**src/logic/asic_pkg.sv**
```systemverilog
//====================
// SAM Coupe ASIC package
// Port numbers, widths and the shared bus, paging and memory-map types
//====================

`default_nettype none

package asic_pkg;

	// ==================== I/O ports (low address byte)
	localparam logic [7:0] PORT_EXT_C    = 8'h80;  // External RAM page, section C
	localparam logic [7:0] PORT_EXT_D    = 8'h81;  // External RAM page, section D
	localparam logic [7:0] PORT_LPT_DATA = 8'hE8;
	localparam logic [7:0] PORT_LPT_STB  = 8'hE9;
	localparam logic [7:0] PORT_STATUS   = 8'hF9;
	localparam logic [7:0] PORT_LMPR     = 8'hFA;
	localparam logic [7:0] PORT_HMPR     = 8'hFB;
	localparam logic [7:0] PORT_MIDI     = 8'hFD;
	localparam logic [7:0] PORT_BORDER   = 8'hFE;

	// ==================== Memory map
	localparam int MEM_AW = 23;
	localparam int PAGE_W = 5;
	localparam int SECT_W = 14;  // 16 KB sections
	localparam logic [MEM_AW-SECT_W-1:0] EXT_BASE = 9'h040;
	localparam logic [MEM_AW-1:0] ROM_BASE = 23'h08_0000;

	// ==================== Sound and MIDI
	localparam int AUDIO_W     = 18;
	localparam int MIDI_FRAME  = 319;  // In 1 MHz ticks
	localparam int MIDI_INT_AT = 15;
	localparam int CE_1M_DIV   = 96;
	localparam int CE_DIV_W    = $clog2(CE_1M_DIV);
	localparam int MIDI_CNT_W  = $clog2(MIDI_FRAME + 1);

	typedef struct packed {
		logic [15:0] addr;
		logic [7:0]  dout;
		logic        io_wr;  // Level, whole I/O write cycle
		logic        io_rd;
	} cpu_bus_t;

	// One-cycle write strobes, data stays on the CPU bus
	typedef struct packed {
		logic wr_edge;  // Any port write, first cycle
		logic ext_c;
		logic ext_d;
		logic lpt_data;
		logic lpt_stb;
		logic lmpr;
		logic hmpr;
		logic midi;
		logic border;
	} port_wr_t;

	typedef struct packed {
		logic              wp_or_ext;  // LMPR write protect, HMPR ext RAM
		logic [1:0]        rom_ctl;
		logic [PAGE_W-1:0] page;
	} page_fields_t;

	typedef union packed {
		logic [7:0]   raw;
		page_fields_t f;
	} page_reg_u;

	typedef struct packed {
		logic [MEM_AW-1:0] ram_addr;
		logic              is_rom;
		logic              writable;
		logic              present;
	} mem_map_t;

endpackage

`default_nettype wire

```
**src/logic/border_sound.sv**
```systemverilog
//====================
// Border and sound
// Border colour and EAR bit, printer port sample DAC,
// mixed into left and right audio levels
//====================

`default_nettype none

module border_sound (
	input  wire                          clk_sys,
	input  wire                          reset,
	input  wire asic_pkg::cpu_bus_t      cpu_bus,
	input  wire asic_pkg::port_wr_t      port_wr,
	output logic [3:0]                   border_color,
	output logic                         ear,
	output logic [asic_pkg::AUDIO_W-1:0] audio_l,
	output logic [asic_pkg::AUDIO_W-1:0] audio_r
);

	import asic_pkg::*;

	logic [7:0] lpt_data;  // Sample waiting for a strobe edge
	logic [7:0] vox_l;
	logic [7:0] vox_r;
	logic       stb_q;     // Last strobe bit 0

	// Voice at two weights plus the EAR bit
	function automatic logic [AUDIO_W-1:0] mix_level(input logic [7:0] voice,
		input logic ear_bit);
		logic [AUDIO_W-1:0] v;
		v = AUDIO_W'(voice);
		mix_level = (v << 2) + (v << 10) + (AUDIO_W'(ear_bit) << 15);
	endfunction

	// ==================== Border port
	always_ff @(posedge clk_sys) begin
		if (reset) begin
			border_color <= '0;
			ear          <= 1'b0;
		end else if (port_wr.border) begin
			border_color <= {cpu_bus.dout[5], cpu_bus.dout[2:0]};
			ear          <= cpu_bus.dout[4];
		end
	end

	// ==================== Printer port DAC
	always_ff @(posedge clk_sys) begin
		if (reset) begin
			lpt_data <= '0;
		end else if (port_wr.lpt_data) begin
			lpt_data <= cpu_bus.dout;
		end
	end

	always_ff @(posedge clk_sys) begin
		if (reset) begin
			vox_l <= '0;
			vox_r <= '0;
			stb_q <= 1'b0;
		end else if (port_wr.lpt_stb) begin
			if (~stb_q & cpu_bus.dout[0]) vox_l <= lpt_data;  // Rising edge
			if (stb_q & ~cpu_bus.dout[0]) vox_r <= lpt_data;  // Falling edge
			stb_q <= cpu_bus.dout[0];
		end
	end

	assign audio_l = mix_level(vox_l, ear);
	assign audio_r = mix_level(vox_r, ear);

endmodule

`default_nettype wire

```
**src/logic/memory_pager.sv**
```systemverilog
//====================
// Memory pager
// LMPR, HMPR and external RAM page registers,
// CPU address to RAM or ROM byte address
//====================

`default_nettype none

module memory_pager (
	input  wire                 clk_sys,
	input  wire                 reset,
	input  wire asic_pkg::cpu_bus_t cpu_bus,
	input  wire asic_pkg::port_wr_t port_wr,
	input  wire                 ext_ram_off,
	output asic_pkg::page_reg_u lmpr,
	output asic_pkg::page_reg_u hmpr,
	output asic_pkg::mem_map_t  mem_map
);

	import asic_pkg::*;

	logic [7:0] ext_c;
	logic [7:0] ext_d;
	logic       ext_dis;  // External RAM switched off

	logic [1:0]                 section;
	logic [SECT_W-1:0]          offset;
	logic [PAGE_W-1:0]          page_b;
	logic [PAGE_W-1:0]          page_d;
	logic [MEM_AW-SECT_W-1:0]   page;
	logic [MEM_AW-1:0]          rom_addr;
	logic                       rom0_sel;
	logic                       rom1_sel;
	logic                       ext_sel;
	logic                       wp_sel;

	// ==================== Page registers
	always_ff @(posedge clk_sys) begin
		if (reset) begin
			lmpr    <= '0;
			hmpr    <= '0;
			ext_c   <= '0;
			ext_d   <= '0;
			ext_dis <= ext_ram_off;  // Sampled for as long as reset is held
		end else begin
			if (port_wr.lmpr)  lmpr.raw <= cpu_bus.dout;
			if (port_wr.hmpr)  hmpr.raw <= cpu_bus.dout;
			if (port_wr.ext_c) ext_c    <= cpu_bus.dout;
			if (port_wr.ext_d) ext_d    <= cpu_bus.dout;
		end
	end

	// ==================== Address translation
	assign section = cpu_bus.addr[15:14];
	assign offset  = cpu_bus.addr[SECT_W-1:0];

	assign rom0_sel = ~lmpr.f.rom_ctl[0] & (section == 2'd0);
	assign rom1_sel =  lmpr.f.rom_ctl[1] & (section == 2'd3);
	assign ext_sel  =  hmpr.f.wp_or_ext & cpu_bus.addr[15];
	assign wp_sel   =  lmpr.f.wp_or_ext & (section == 2'd0);

	// Odd sections follow their pair, wrapping in 32 pages
	assign page_b = lmpr.f.page + 1'b1;
	assign page_d = hmpr.f.page + 1'b1;

	// ROM0 low 16 KB, ROM1 32 KB further up
	assign rom_addr = ROM_BASE + MEM_AW'({cpu_bus.addr[15], 1'b0, offset});

	always_comb begin
		if (ext_sel) begin
			page = EXT_BASE + {1'b0, (section[0] ? ext_d : ext_c)};
		end else begin
			case (section)
				2'd0:    page = {4'b0000, lmpr.f.page};
				2'd1:    page = {4'b0000, page_b};
				2'd2:    page = {4'b0000, hmpr.f.page};
				default: page = {4'b0000, page_d};
			endcase
		end
	end

	always_comb begin
		mem_map.is_rom   = rom0_sel | rom1_sel;
		mem_map.present  = ~(ext_sel & ext_dis) | mem_map.is_rom;
		mem_map.writable = ~mem_map.is_rom & ~wp_sel & mem_map.present;
		mem_map.ram_addr = mem_map.is_rom ? rom_addr : {page, offset};
	end

	a_rom_read_only: assert property (@(posedge clk_sys) disable iff (reset)
		mem_map.is_rom |-> !mem_map.writable);

endmodule

`default_nettype wire

```
**src/logic/midi_tx_timer.sv**
```systemverilog
//====================
// MIDI transmit timer
// 1 MHz tick, transmit frame and MIDI interrupt
//====================

`default_nettype none

module midi_tx_timer (
	input  wire                     clk_sys,
	input  wire                     reset,
	input  wire asic_pkg::port_wr_t port_wr,
	output logic                    midi_tx,
	output logic                    midi_int
);

	import asic_pkg::*;

	logic [CE_DIV_W-1:0]   div_cnt;
	logic                  ce_1m;
	logic                  pending;  // Byte written, frame not started
	logic [MIDI_CNT_W-1:0] tx_time;

	// ==================== 1 MHz enable
	always_ff @(posedge clk_sys) begin
		if (reset) begin
			div_cnt <= '0;
			ce_1m   <= 1'b0;
		end else begin
			if (div_cnt == CE_DIV_W'(CE_1M_DIV - 1)) div_cnt <= '0;
			else div_cnt <= div_cnt + 1'b1;
			ce_1m <= (div_cnt == '0);
		end
	end

	// ==================== Transmit frame
	always_ff @(posedge clk_sys) begin
		if (reset) begin
			pending  <= 1'b0;
			tx_time  <= '0;
			midi_tx  <= 1'b0;
			midi_int <= 1'b0;
		end else begin
			if (ce_1m) begin
				if (tx_time != '0) begin
					tx_time <= tx_time - 1'b1;
					if (tx_time == MIDI_CNT_W'(MIDI_INT_AT)) midi_int <= 1'b1;
				end else begin
					midi_tx  <= 1'b0;  // Frame over
					midi_int <= 1'b0;
					if (pending) begin
						midi_tx <= 1'b1;
						tx_time <= MIDI_CNT_W'(MIDI_FRAME);
						pending <= 1'b0;
					end
				end
			end
			if (port_wr.midi) pending <= 1'b1;  // Wins over a same-cycle start
		end
	end

	a_int_in_frame: assert property (@(posedge clk_sys) disable iff (reset)
		midi_int |-> midi_tx);

endmodule

`default_nettype wire

```
**src/logic/port_decoder.sv**
```systemverilog
//====================
// Port decoder
// Edge-detects CPU port writes into one-cycle strobes
// and builds the ASIC readback byte
//====================

`default_nettype none

module port_decoder (
	input  wire                  clk_sys,
	input  wire                  reset,
	input  wire asic_pkg::cpu_bus_t  cpu_bus,
	input  wire asic_pkg::page_reg_u lmpr,
	input  wire asic_pkg::page_reg_u hmpr,
	input  wire                  midi_int,
	output asic_pkg::port_wr_t   port_wr,
	output logic [7:0]           asic_dout
);

	import asic_pkg::*;

	logic       io_wr_q;  // io_wr one cycle ago
	logic       wr_edge;
	logic [7:0] port;

	assign port = cpu_bus.addr[7:0];

	always_ff @(posedge clk_sys) begin
		if (reset) begin
			io_wr_q <= 1'b0;
		end else begin
			io_wr_q <= cpu_bus.io_wr;
		end
	end

	// Only the first cycle of a write cycle counts
	assign wr_edge = cpu_bus.io_wr & ~io_wr_q;

	// ==================== Write strobes
	always_comb begin
		port_wr          = '0;
		port_wr.wr_edge  = wr_edge;
		port_wr.ext_c    = wr_edge & (port == PORT_EXT_C);
		port_wr.ext_d    = wr_edge & (port == PORT_EXT_D);
		port_wr.lpt_data = wr_edge & (port == PORT_LPT_DATA);
		port_wr.lpt_stb  = wr_edge & (port == PORT_LPT_STB);
		port_wr.lmpr     = wr_edge & (port == PORT_LMPR);
		port_wr.hmpr     = wr_edge & (port == PORT_HMPR);
		port_wr.midi     = wr_edge & (port == PORT_MIDI);
		port_wr.border   = wr_edge & (port == PORT_BORDER);
	end

	// ==================== Readback
	always_comb begin
		asic_dout = 8'hFF;  // Idle bus
		if (cpu_bus.io_rd) begin
			case (port)
				PORT_LMPR:   asic_dout = lmpr.raw;
				PORT_HMPR:   asic_dout = hmpr.raw;
				// Line, frame and keyboard bits held inactive
				PORT_STATUS: asic_dout = {3'b111, ~midi_int, 4'b1111};
				PORT_LPT_DATA,
				PORT_LPT_STB: asic_dout = 8'h00;  // Dummy printer port
				default:     asic_dout = 8'hFF;
			endcase
		end
	end

	// At most one decoded register per write
	a_single_strobe: assert property (@(posedge clk_sys) disable iff (reset)
		port_wr.wr_edge |->
			$onehot0({port_wr.ext_c, port_wr.ext_d, port_wr.lpt_data,
				port_wr.lpt_stb, port_wr.lmpr, port_wr.hmpr, port_wr.midi}));

endmodule

`default_nettype wire

```
**src/logic/samcoupe_asic.sv**
```systemverilog
//====================
// SAM Coupe ASIC top
// Port decode, paging, border and sound, MIDI timer
//====================

`default_nettype none

module samcoupe_asic (
	input  wire                          clk_sys,
	input  wire                          reset,
	input  wire asic_pkg::cpu_bus_t      cpu_bus,
	input  wire                          ext_ram_off,
	output asic_pkg::mem_map_t           mem_map,
	output logic [7:0]                   asic_dout,
	output logic [3:0]                   border_color,
	output logic                         ear,
	output logic [asic_pkg::AUDIO_W-1:0] audio_l,
	output logic [asic_pkg::AUDIO_W-1:0] audio_r,
	output logic                         midi_tx,
	output logic                         midi_int
);

	import asic_pkg::*;

	port_wr_t  port_wr;
	page_reg_u lmpr;
	page_reg_u hmpr;

	port_decoder u_port_decoder (
		.clk_sys   (clk_sys),
		.reset     (reset),
		.cpu_bus   (cpu_bus),
		.lmpr      (lmpr),
		.hmpr      (hmpr),
		.midi_int  (midi_int),
		.port_wr   (port_wr),
		.asic_dout (asic_dout)
	);

	memory_pager u_memory_pager (
		.clk_sys     (clk_sys),
		.reset       (reset),
		.cpu_bus     (cpu_bus),
		.port_wr     (port_wr),
		.ext_ram_off (ext_ram_off),
		.lmpr        (lmpr),
		.hmpr        (hmpr),
		.mem_map     (mem_map)
	);

	border_sound u_border_sound (
		.clk_sys      (clk_sys),
		.reset        (reset),
		.cpu_bus      (cpu_bus),
		.port_wr      (port_wr),
		.border_color (border_color),
		.ear          (ear),
		.audio_l      (audio_l),
		.audio_r      (audio_r)
	);

	midi_tx_timer u_midi_tx_timer (
		.clk_sys  (clk_sys),
		.reset    (reset),
		.port_wr  (port_wr),
		.midi_tx  (midi_tx),
		.midi_int (midi_int)
	);

endmodule

`default_nettype wire

```
**config.mk**
```make
export PLATFORM = sky130hd
export DESIGN_NAME = samcoupe_asic
export DESIGN_NICKNAME = d
export VERILOG_FILES = /design/src/logic/asic_pkg.sv /design/src/logic/border_sound.sv /design/src/logic/memory_pager.sv /design/src/logic/midi_tx_timer.sv /design/src/logic/port_decoder.sv /design/src/logic/samcoupe_asic.sv
export SDC_FILE = /design/constraint.sdc
export NUM_CORES = 1
export LEC_CHECK = 0
export BUFFER_PORTS_ARGS = -buffer_cell sky130_fd_sc_hd__buf_4
export CAP_MARGIN = 20
export CORE_MARGIN = 1
export CORE_UTILIZATION = 58
export CTS_CLUSTER_DIAMETER = 30
export DETAILED_ROUTE_END_ITERATION = 7
export HOLD_SLACK_MARGIN = 0.12
export MAX_ROUTING_LAYER = met4
export PLACE_DENSITY_LB_ADDON = 0.12
export SKIP_CTS_REPAIR_TIMING = 1
export SLEW_MARGIN = 0
export SYNTH_ARGS = -nofsm -noshare
export SYNTH_HDL_FRONTEND = slang
export SYNTH_SLANG_ARGS = --single-unit
```
**constraint.sdc**
```tcl
create_clock -name clk_sys -period 2.8 [get_ports clk_sys]
set_input_delay 0.14 -clock clk_sys [delete_from_list [all_inputs] [get_ports clk_sys]]
set_output_delay 0.14 -clock clk_sys [all_outputs]
set_load 0.03 [all_outputs]
```
==> results.toml <==
[floorplanning]
core-area_mm2 = 0.00725
start_util = 0.598
row_count = 31
boundaryPins = 106
dieArea_mm2 = 0.00783
die_y_um = 88.5
die_w_um = 88.5

[synth]
synth_commonest_cells = "dfxtp_1, mux2i_1, nor2_1, buf_4, nand2b_1"
synth-seq-area-share = 0.390
synth_edf_count = 1
yosysTopAreaCell = "dfxtp_1"
synth_warnings = 0
avgSynthCellArea_um2 = 9.18
synth_top_area_frac = 0.383
synth_cell_types = 53
synth-seq-cells = 84
synth.cell_area_mm2 = 0.00434
post-synth-top-count-cell = "dfxtp_1"
synthCells = 473
ys_async_sr_fraction = 0
synthFlopType = "dfxtp_1"
yosys-top-cells-area = "dfxtp_1, mux2i_1, nor2_1, buf_4, nand2b_1"

[timing]
period_needed_ns = 2.09
slew_violations = 0
final-setup-viol-count = 0
final.setup.tns_ns = 0
fin_crit_sh = 0.748
finClkSkew_ns = 0.00694
slew_headroom = 0.482
tightest_slew_ns = 0.777
rsz0062_at_grt = "false"
finalHoldViolCount = 0
max_freq_ghz = 0.478

[worst_setup_path]
crit_required_ns = 2.66
crit_cells = 7
crit_arrival_ns = 1.95
max_stage_delay_ns = 0.37
startpoint = "u_memory_pager.hmpr[1]"
worstPathMaxFanout = 5
crit_path_end_kind = "primary output"
slowest_stage = "dfxtp_1"
path_delay_family = "simple AND/OR/NAND/NOR gates"
rr_worst_depth = 4
r2r_setup_slack_ns = 0.95
start_kind = "flip-flop"
crit_type = "reg2out"
critPathBufInv = 1
crit_chain = "mux2_2 > ha_1 > nand2_1 > a21oi_1 > nor3b_1 > nor3_1 > buf_4"
r2r_start = "u_port_decoder.io_wr_q"

[power]
vdd.ir_drop.worst_mv = 0.378
total_leakage_power_nw = 2.33
power_per_cell_area_mw_per_mm2 = 558

[grt]
grt.overflow.total = 0
grt_pass1_vias = 3164
antenna_found_initial = 0
groute.usage.overall = 0.260
grt_pass1_wl_um = 15000
grt_max_degree = 90

[placed_design]
io_buffers = 89
dp_cells = 612
hpwl_um = 6760
place.gp.congestion = 0.891

[routing]
drc = 0
drt_iter0_drc = 154
wl_um = 9620
viasPerCell = 5.49
ant_nets = 0
avgRoutedWirePerCell_um = 15.1
drtPass1Iterations = 4
num_vias = 3499

[worst_hold_path]
hold_start = "cpu_bus[2]"
whs_path_depth = 3
min-delay-path-class = "in2reg"

[clock_network]
clk_pin_slew_worst_paths_ns = 0.08
ctsLongestPathBuffers = 2
cts_buffers = 9
cts_tree = "built"
clock_latency_ns = 0.35
cts_sinks = 84
htree_levels = 3
cts-root-buf = "clkbuf_8"

[cells_and_area]
nets = 572
area_growth_pct = 18.9
ff_latch_area_mm2 = 0.00169
fill_cells = 567
final_cells = 637
multi_input_area_mm2 = 0.00230
diodes = 0
drive_gt1_frac = 0.217

[job]
drv_cap = 0

[outcome]
status = "complete, no violations"
==> report_power, final <==
part	switching, mW	internal, mW	total (mW)
clock	0.442	0.532	0.975
sequential	0.0728	1.24	1.31
combinational	0.346	0.243	0.589
total	0.862	2.02	2.88
==> cell type report <==
cell class	instances	share of cell area
clock inverter	5	0.0165
tap	99	0.0240
clock buffer	11	0.0274
sequential	84	0.328
timing repair buffer	100	0.150
inverter	13	0.00945
multi-input combinational	325	0.445
==> kinds of logic after synthesis <==
kind of cell | synth area share
adders and majority gates | 0.0288
DFF | 0.390
muxes | 0.179
AOI/OAI and AO/OA | 0.0721
other | 0.000864
and+or+nand+nor | 0.223
buffers and inverters | 0.0848
xor gates and xnor gates | 0.0222
==> worst paths after layout <==
| check | end |
|---|---|
| max | mem_map[21] |
| min | u_border_sound.lpt_data[0] |
| max reg2reg | u_border_sound.vox_l[1] |
| min reg2reg | u_midi_tx_timer.ce_1m |
==> layout by cell type (no fill, tap or decap), types with 3 or more instances in the layout <==
cell,synthesis,routed
buf_4,30,91
dfxtp_1,83,83
mux2i_1,73,73
nor2_1,62,62
nand2b_1,27,27
o21ai_0,20,20
nand2_1,15,15
inv_1,13,13
ha_1,10,10
clkbuf_8,0,10
nand3b_1,9,9
dlygate4sd3_1,0,9
nand3_1,8,8
nor3_1,8,8
a21oi_1,8,8
nand4_1,8,8
xor2_1,6,6
and3_1,5,5
nor2b_1,5,5
xnor2_1,5,5
mux2_2,4,4
conb_1,1,4
nor3b_1,3,3
a31oi_1,3,3
or3_1,3,3
and4b_1,3,3
==> layer usage <==
layer  GRT usage  vias to the layer above  share of wire
li1            -                     1733              -
met1       0.311                     1652           0.44
met2       0.429                       98           0.49
met3      0.0392                       16          0.057
met4       0.123                        0          0.015
met5           -                        -              0
==> tightest hold or removal path, cell delays in order <==
cell and delay, ns:
buf_4 0.17, nand3b_1 0.09, o21ai_0 0.06
==> stage by stage <==
step | util | cell area [um2] | total power, mW | hold slack (ns) | worst slack (ns)
after global routing | 0.712 | 5160 | 3.03 | 0.168 | 0.582
after global placement | 0.668 | 4850 | 1.90 | 0.280 | 0.942
after CTS | 0.699 | 5070 | 2.89 | -0.0462 | 0.691
final | 0.712 | 5160 | 2.88 | 0.150 | 0.707
after floorplan | - | 4350 | 1.80 | 0.239 | 0.616
after detailed placement | 0.668 | 4850 | 1.92 | 0.280 | 0.842
==> registers in the layout (all words and copies together) (netlist names), 4 cells and up <==
register	flops
u_border_sound.vox_l	8
u_border_sound.lpt_data	8
u_midi_tx_timer.div_cnt	7
u_border_sound.vox_r	8
u_memory_pager.ext_d	8
u_border_sound.border_color	4
u_memory_pager.ext_c	8
u_midi_tx_timer.tx_time	9
u_memory_pager.lmpr	8
u_memory_pager.hmpr	8
Note: power is estimated with default switching activity, not from simulation.
